### src/sq2_pkg.sv
package sq2_pkg;

	// register data and select
	typedef logic [7:0] byte_t;
	typedef logic [1:0] reg_addr_t;

	// channel fields
	typedef logic [1:0]  duty_t;       // waveform duty select
	typedef logic [5:0]  len_t;        // length load and count
	typedef logic [3:0]  vol_t;        // envelope volume
	typedef logic [2:0]  env_period_t; // envelope step period
	typedef logic [10:0] freq_t;       // frequency value and timer count
	typedef logic [2:0]  step_t;       // duty step index
	typedef logic [3:0]  sample_t;     // dac input sample

	// channel register map
	localparam reg_addr_t NR21_ADDR = 2'd0; // duty and length load
	localparam reg_addr_t NR22_ADDR = 2'd1; // envelope
	localparam reg_addr_t NR23_ADDR = 2'd2; // frequency low byte
	localparam reg_addr_t NR24_ADDR = 2'd3; // trigger, length enable, freq high

	// channel gating state
	typedef enum logic {
		CH_OFF,
		CH_RUN
	} ch_state_t;

endpackage
### src/square2_top.sv
`timescale 1ns/10ps

module square2_top #(
	parameter int CLK_DIV = 1
) (
	input  logic               clk,
	input  logic               rst_n,
	input  logic               wr_en,
	input  sq2_pkg::reg_addr_t wr_addr,
	input  sq2_pkg::byte_t     wr_data,
	input  logic               rd_en,
	input  sq2_pkg::reg_addr_t rd_addr,
	output sq2_pkg::byte_t     rd_data,
	output logic               rd_valid,
	input  logic               len_tick,   // from the frame sequencer
	input  logic               env_tick,   // from the frame sequencer
	output logic               ftick,
	output logic               ch_on,
	output sq2_pkg::sample_t   sample
);

	sq2_pkg::duty_t       duty;
	sq2_pkg::len_t        len_load;
	logic                 len_wr;
	sq2_pkg::vol_t        env_init_vol;
	logic                 env_dir;
	sq2_pkg::env_period_t env_period;
	logic                 dac_on;
	sq2_pkg::freq_t       freq;
	logic                 len_en;
	logic                 trig;
	logic                 duty_bit;

	ch2_regs regs_i (
		.clk, .rst_n, .wr_en, .wr_addr, .wr_data,
		.rd_en, .rd_addr, .rd_data, .rd_valid,
		.duty, .len_load, .len_wr,
		.env_init_vol, .env_dir, .env_period, .dac_on,
		.freq, .len_en, .trig
	);

	ch2_freq_timer #(.CLK_DIV(CLK_DIV)) timer_i (
		.clk, .rst_n, .trig, .freq, .ftick
	);

	ch2_duty_seq duty_i (
		.clk, .rst_n, .trig, .ftick, .duty, .duty_bit
	);

	ch2_len_env len_env_i (
		.clk, .rst_n, .trig, .len_tick, .env_tick,
		.len_wr, .len_load, .len_en,
		.env_init_vol, .env_dir, .env_period, .dac_on,
		.duty_bit, .ch_on, .sample
	);

endmodule

### src/ch2_len_env.sv
`timescale 1ns/10ps

module ch2_len_env (
	input  logic                 clk,
	input  logic                 rst_n,
	input  logic                 trig,
	input  logic                 len_tick,
	input  logic                 env_tick,
	input  logic                 len_wr,
	input  sq2_pkg::len_t        len_load,
	input  logic                 len_en,
	input  sq2_pkg::vol_t        env_init_vol,
	input  logic                 env_dir,
	input  sq2_pkg::env_period_t env_period,
	input  logic                 dac_on,
	input  logic                 duty_bit,
	output logic                 ch_on,
	output sq2_pkg::sample_t     sample
);

	sq2_pkg::ch_state_t   state;
	sq2_pkg::len_t        len_cnt;
	logic                 len_expired;  // count wrapped and length stopped
	sq2_pkg::vol_t        vol;
	sq2_pkg::env_period_t env_cnt;
	logic                 env_step;

	// envelope step when the period counter runs out on this tick
	assign env_step = env_tick && (env_period != '0) && (env_cnt <= 3'd1);

	always_ff @(posedge clk) begin
		if (!rst_n) begin
			state       <= sq2_pkg::CH_OFF;
			len_cnt     <= '0;
			len_expired <= 1'b0;
			vol         <= '0;
			env_cnt     <= '0;
		end else begin
			if (len_wr) begin
				len_cnt     <= len_load;
				len_expired <= 1'b0;
			end else if (trig && len_expired) begin
				len_cnt     <= '0;
				len_expired <= 1'b0;
			end else if (len_tick && len_en && !len_expired) begin
				len_cnt <= len_cnt + 1'b1;
				if (len_cnt == 6'h3f)
					len_expired <= 1'b1;
			end

			if (trig) begin
				vol     <= env_init_vol;
				env_cnt <= env_period;
			end else if (env_step) begin
				env_cnt <= env_period;
				if (env_dir && vol != 4'hf)
					vol <= vol + 1'b1;
				else if (!env_dir && vol != 4'h0)
					vol <= vol - 1'b1;
			end else if (env_tick && env_period != '0) begin
				env_cnt <= env_cnt - 1'b1;
			end

			// dac power wins over trigger and length
			if (!dac_on)
				state <= sq2_pkg::CH_OFF;
			else if (trig)
				state <= sq2_pkg::CH_RUN;
			else if (len_tick && len_en && !len_expired && len_cnt == 6'h3f)
				state <= sq2_pkg::CH_OFF;
		end
	end

	assign ch_on = (state == sq2_pkg::CH_RUN);

	always_ff @(posedge clk) begin
		if (!rst_n)
			sample <= '0;
		else
			sample <= (ch_on && duty_bit) ? vol : 4'h0;
	end

endmodule

### src/ch2_duty_seq.sv
`timescale 1ns/10ps

module ch2_duty_seq (
	input  logic           clk,
	input  logic           rst_n,
	input  logic           trig,
	input  logic           ftick,
	input  sq2_pkg::duty_t duty,
	output logic           duty_bit
);

	sq2_pkg::step_t step;
	sq2_pkg::byte_t pattern;   // bit n is the level at step n

	always_ff @(posedge clk) begin
		if (!rst_n)
			step <= '0;
		else if (trig)
			step <= '0;
		else if (ftick)
			step <= step + 1'b1;   // wraps after step 7
	end

	// 12.5, 25, 50 and 75 percent waveforms
	always_comb begin
		case (duty)
			2'd0:    pattern = 8'b1000_0000;
			2'd1:    pattern = 8'b1000_0001;
			2'd2:    pattern = 8'b1110_0001;
			default: pattern = 8'b0111_1110;
		endcase
	end

	assign duty_bit = pattern[step];

endmodule

### src/ch2_freq_timer.sv
`timescale 1ns/10ps

module ch2_freq_timer #(
	parameter int CLK_DIV = 1
) (
	input  logic           clk,
	input  logic           rst_n,
	input  logic           trig,
	input  sq2_pkg::freq_t freq,
	output logic           ftick
);

	localparam int PW = (CLK_DIV > 1) ? $clog2(CLK_DIV) : 1;

	logic [PW-1:0]  pre_cnt;   // clocks within one timer count
	logic           cnt_en;
	sq2_pkg::freq_t cnt;

	assign cnt_en = (pre_cnt == PW'(CLK_DIV - 1));

	always_ff @(posedge clk) begin
		if (!rst_n) begin
			pre_cnt <= '0;
			cnt     <= '0;
			ftick   <= 1'b0;
		end else if (trig) begin
			// restart the period from the current frequency
			pre_cnt <= '0;
			cnt     <= freq;
			ftick   <= 1'b0;
		end else if (cnt_en) begin
			pre_cnt <= '0;
			if (cnt == 11'h7ff) begin
				cnt   <= freq;    // overflow reload
				ftick <= 1'b1;
			end else begin
				cnt   <= cnt + 1'b1;
				ftick <= 1'b0;
			end
		end else begin
			pre_cnt <= pre_cnt + 1'b1;
			ftick   <= 1'b0;
		end
	end

endmodule

### src/ch2_regs.sv
`timescale 1ns/10ps

module ch2_regs (
	input  logic                   clk,
	input  logic                   rst_n,

	input  logic                   wr_en,
	input  sq2_pkg::reg_addr_t     wr_addr,
	input  sq2_pkg::byte_t         wr_data,

	input  logic                   rd_en,
	input  sq2_pkg::reg_addr_t     rd_addr,
	output sq2_pkg::byte_t         rd_data,
	output logic                   rd_valid,

	output sq2_pkg::duty_t         duty,
	output sq2_pkg::len_t          len_load,
	output logic                   len_wr,

	output sq2_pkg::vol_t          env_init_vol,
	output logic                   env_dir,
	output sq2_pkg::env_period_t   env_period,
	output logic                   dac_on,

	output sq2_pkg::freq_t         freq,
	output logic                   len_en,
	output logic                   trig
);

	sq2_pkg::byte_t nr22;     // envelope register read back in full
	sq2_pkg::byte_t freq_lo;  // nr23
	logic [2:0]     freq_hi;  // nr24 bits 2:0
	sq2_pkg::byte_t rd_word;

	logic wr21, wr22, wr23, wr24;

	assign wr21 = wr_en && (wr_addr == sq2_pkg::NR21_ADDR);
	assign wr22 = wr_en && (wr_addr == sq2_pkg::NR22_ADDR);
	assign wr23 = wr_en && (wr_addr == sq2_pkg::NR23_ADDR);
	assign wr24 = wr_en && (wr_addr == sq2_pkg::NR24_ADDR);

	always_ff @(posedge clk) begin
		if (!rst_n) begin
			duty     <= '0;
			len_load <= '0;
			nr22     <= '0;
			freq_lo  <= '0;
			freq_hi  <= '0;
			len_en   <= 1'b0;
			len_wr   <= 1'b0;
			trig     <= 1'b0;
			rd_valid <= 1'b0;
		end else begin
			if (wr21) begin
				duty     <= wr_data[7:6];
				len_load <= wr_data[5:0];
			end
			if (wr22)
				nr22 <= wr_data;
			if (wr23)
				freq_lo <= wr_data;
			if (wr24) begin
				len_en  <= wr_data[6];
				freq_hi <= wr_data[2:0];
			end
			len_wr   <= wr21;                  // len_load is valid alongside
			trig     <= wr24 && wr_data[7];    // trigger bit is write-only
			rd_valid <= rd_en;
		end
	end

	assign env_init_vol = nr22[7:4];
	assign env_dir      = nr22[3];
	assign env_period   = nr22[2:0];
	assign dac_on       = |nr22[7:3];      // dac powered when vol or dir set
	assign freq         = {freq_hi, freq_lo};

	// unused and write-only bits read as ones
	always_comb begin
		case (rd_addr)
			sq2_pkg::NR21_ADDR: rd_word = {duty, 6'h3f};
			sq2_pkg::NR22_ADDR: rd_word = nr22;
			sq2_pkg::NR23_ADDR: rd_word = 8'hff;
			default:            rd_word = {1'b1, len_en, 6'h3f};
		endcase
	end

	always_ff @(posedge clk) begin
		if (rd_en)
			rd_data <= rd_word;
	end

endmodule

### config.mk
export PLATFORM = sky130hd
export DESIGN_NAME = square2_top
export DESIGN_NICKNAME = d
export VERILOG_FILES = /design/src/sq2_pkg.sv /design/src/square2_top.sv /design/src/ch2_len_env.sv /design/src/ch2_duty_seq.sv /design/src/ch2_freq_timer.sv /design/src/ch2_regs.sv
export SDC_FILE = /design/constraint.sdc
export NUM_CORES = 1
export LEC_CHECK = 0
export BUFFER_PORTS_ARGS = -buffer_cell sky130_fd_sc_hd__buf_2
export CAP_MARGIN = 10
export CORE_MARGIN = 3
export CORE_UTILIZATION = 60
export CTS_CLUSTER_DIAMETER = 150
export DETAILED_ROUTE_END_ITERATION = 7
export PLACE_DENSITY = 0.91
export SETUP_SLACK_MARGIN = 0.15
export SYNTH_ARGS = -nofsm -noshare
export SYNTH_HDL_FRONTEND = slang
export SYNTH_SLANG_ARGS = --single-unit
### constraint.sdc
create_clock -name clk -period 3.05 [get_ports clk]
set_clock_uncertainty 0.15 [all_clocks]
set_input_delay 0.61 -clock clk [delete_from_list [all_inputs] [get_ports clk]]
set_output_delay 0.61 -clock clk [all_outputs]
set_load 0.05 [all_outputs]
==> results_dict.tcl <==
set metrics [dict create \
    vias_per_cell 5.964 \
    drtPass1Iterations 5 \
    synthesis.area_sq_um 3402 \
    ys.flop_type "dfxtp_1" \
    grt-busiest-layer "met2" \
    min_period_over_period 0.7043 \
    max_freq_mhz 465.5 \
    clock_latency_ps 350 \
    mappedNetlistNets 399 \
    cts.repair.resized 0 \
    synth_top_cell_area_share 0.3884 \
    fin_ws_ps 901.8 \
    synth.area.top_cells "dfxtp_1, mux2i_1, edfxtp_1" \
    seqPwrFrac 0.523 \
    hold_class "register to register" \
    synth_seq_area_share 0.4590 \
    die_w_um 81.30 \
    critical_path_class "register to register" \
    fin_crit_ps 2148 \
    post_cts_buffers 0 \
    p_leak_uw 0.001610 \
    startpoint_type "register" \
    fin_setup_tns_ps 0 \
    synth_edf_count 8 \
    hold_ws_ps 321.4 \
    io_pins 33 \
    place_congestion 0.9284 \
    relSlewSlack 0.5077 \
    synth_cells 371 \
    via_count 2839 \
    final_area_sq_um 3815 \
    cap_violations 0 \
    wl_per_cell_um 15.54 \
    postRouteAntennaNets 0 \
    yosysUniqueCellTypes 58 \
    drt_iter0_drc 196 \
    antenna_found_initial 0 \
    root_buffer "clkbuf_8" \
    final-hold-violation-count 0 \
    diodes 0 \
    ys_top_cells_by_count "dfxtp_1, nor2_1, nand2_1" \
    critPathMaxFanout 6 \
    drv_slew 0 \
    post-place-ws_ps 923.7 \
    async_reset_ff_frac 0 \
    final-setup-viol-count 0 \
    cts_hold_buf 0 \
    cts_tree "done" \
    synth.most_common_cell "dfxtp_1" \
    dpl.hpwl_mm 5.234 \
    cts.sinks 74 \
    intPower_uw 1497 \
    rsz0062_at_grt "false" \
    met3_usage 0.07650 \
    switching_power_uw 490.2 \
    io_buffers 32 \
    yosys_warnings 0 \
    pwr_density_cell_nw_per_um2 520.8 \
    dpl_cell_area_sq_um 3602 \
    initial_core_util 0.6416 \
    grtUsageTotal 0.2421 \
    grt_pass1_wl_mm 12.32 \
    use_met2 0.4226 \
    layout-drive-gt1-share 0.1502 \
    cts-buffers-inserted 9 \
    die_h_um 81.30 \
    die_area_sq_um 6610 \
    final_nets 429 \
    final_util 0.7194 \
    core_sq_um 5303 \
    crit_arrival_ps 2280 \
    p_sw_frac 0.2467 \
    yosysTopAreaCell "dfxtp_1" \
    cts.htree.levels 3 \
    row_count 26 \
    area_growth_pct 12.14 \
    end_kind "register" \
    met1_usage 0.2891 \
    overflow 0 \
    clock_path_buffers 2 \
    syn_avg_cell_area_sq_um 9.170 \
    cp.required_ps 3190 \
    worstMarginPinSlew_ps 737.4 \
    power_frac_comb 0.083 \
    grt_pass1_vias 2645 \
    status "complete, no violations" \
    peakVddDrop_mv 0.4165 \
    grt_max_degree 38 \
    drc 0 \
    finalWirelength_mm 7.396 \
    clkPwrFrac 0.394 \
    path_clk_slew_ps 80 \
    synth-seq-cells 74 \
]
==> final timing paths <==
path	to	from	depth (start not counted)	slack (ps)
worst max register to register	len_env_i.vol[3]$_SDFFE_PN0P_	len_env_i.vol[0]$_SDFFE_PN0P_	9	900
worst max-delay path	len_env_i.vol[3]$_SDFFE_PN0P_	len_env_i.vol[0]$_SDFFE_PN0P_	9	900
worst min-delay path	len_env_i.len_cnt[1]$_SDFFE_PN0P_	regs_i.len_load[1]$_SDFFE_PN0P_	2	320
worst min register to register	len_env_i.len_cnt[1]$_SDFFE_PN0P_	regs_i.len_load[1]$_SDFFE_PN0P_	2	320
==> through the flow <==
stage	cells	power (uW)
after floorplan	371	1171
after global placement	460	1216
after detailed placement	460	1223
after CTS	476	2000
after global routing	476	2078
final	476	1987
==> cell families (layout without fill, tap and decap cells) <==
| logic type | after synthesis | in the layout | share of synthesized area |
|---|---|---|---|
| buffers and inverters | 22 | 57 | 0.02611 |
| XOR/XNOR | 7 | 7 | 0.01802 |
| flip-flops | 74 | 74 | 0.4590 |
| multiplexers | 30 | 30 | 0.08827 |
| AO/OA/AOI/OAI | 77 | 77 | 0.1449 |
| AND/OR/NAND/NOR | 150 | 150 | 0.2236 |
| adder cells (fa/ha/maj) | 10 | 10 | 0.03899 |
| other | 1 | 1 | 0.001102 |
==> cell usage in the layout, fill, tap and decap left out, types with 4 or more instances in the layout <==
| cell | count |
|---|---|
| o21ai_1 | 10 |
| buf_2 | 32 |
| nand2b_1 | 6 |
| nand3_1 | 11 |
| inv_1 | 4 |
| a21oi_1 | 22 |
| nand4_1 | 4 |
| nor3_1 | 11 |
| or3_1 | 4 |
| nor2b_1 | 6 |
| clkbuf_8 | 11 |
| mux2i_1 | 30 |
| edfxtp_1 | 8 |
| nand2_1 | 33 |
| o21ai_0 | 10 |
| dfxtp_1 | 66 |
| nor2_1 | 49 |
| a31oi_1 | 4 |
| and2_1 | 6 |
| ha_1 | 9 |
| xor2_1 | 4 |
==> worst max-delay path, cell delays in order, from the launching register on <==
cell	delay, ps
dfxtp_1	440
and3_1	240
nand2_1	70
nand2_1	140
ha_1	250
a21o_1	170
a21oi_1	170
xor2_1	80
or3_1	300
nand3_1	70
==> routing by layer <==
metal | wire (um) | share of wire
met3 | 401 | 0.054
met1 | 3288 | 0.44
met4 | 74 | 0.010
met2 | 3631 | 0.49
met5 | 0 | 0
==> registers in the layout, summed over array words and instances, names as in the netlist <==
name and count:
len_env_i.sample 4, len_env_i.len_expired 1, timer_i.ftick 1, regs_i.nr22 8
timer_i.cnt 11, regs_i.len_load 6, len_env_i.vol 4, timer_i.pre_cnt 1
regs_i.freq_hi 3, regs_i.len_wr 1, len_env_i.env_cnt 3, duty_i.step 3
regs_i.rd_valid 1, regs_i.trig 1, len_env_i.len_cnt 6, regs_i.rd_data 8
regs_i.duty 2, len_env_i.ch_on 1, regs_i.freq_lo 8, regs_i.len_en 1
==> area by class of cell <==
type                            instances  area (sq um)
Clock inverter                          5         61.31
Sequential cell                        74          1562
Multi-Input combinational cell        275          1752
Tap cell                               70         87.58
Clock buffer                           11         151.4
Timing Repair Buffer                   34         175.2
Fill cell                             403          1488
Inverter                                7         26.28
==> power groups by stage <==
stage               logic (uW)  registers, uW  clock network [uW]
finish                     165           1040                 783
global route               181           1040                 855
CTS                        164           1040                 799
detailed placement         162           1060                   0
global placement           157           1060                   0
floorplan                 98.6           1070                   0
No activity file was read; power rests on OpenSTA's default activity.
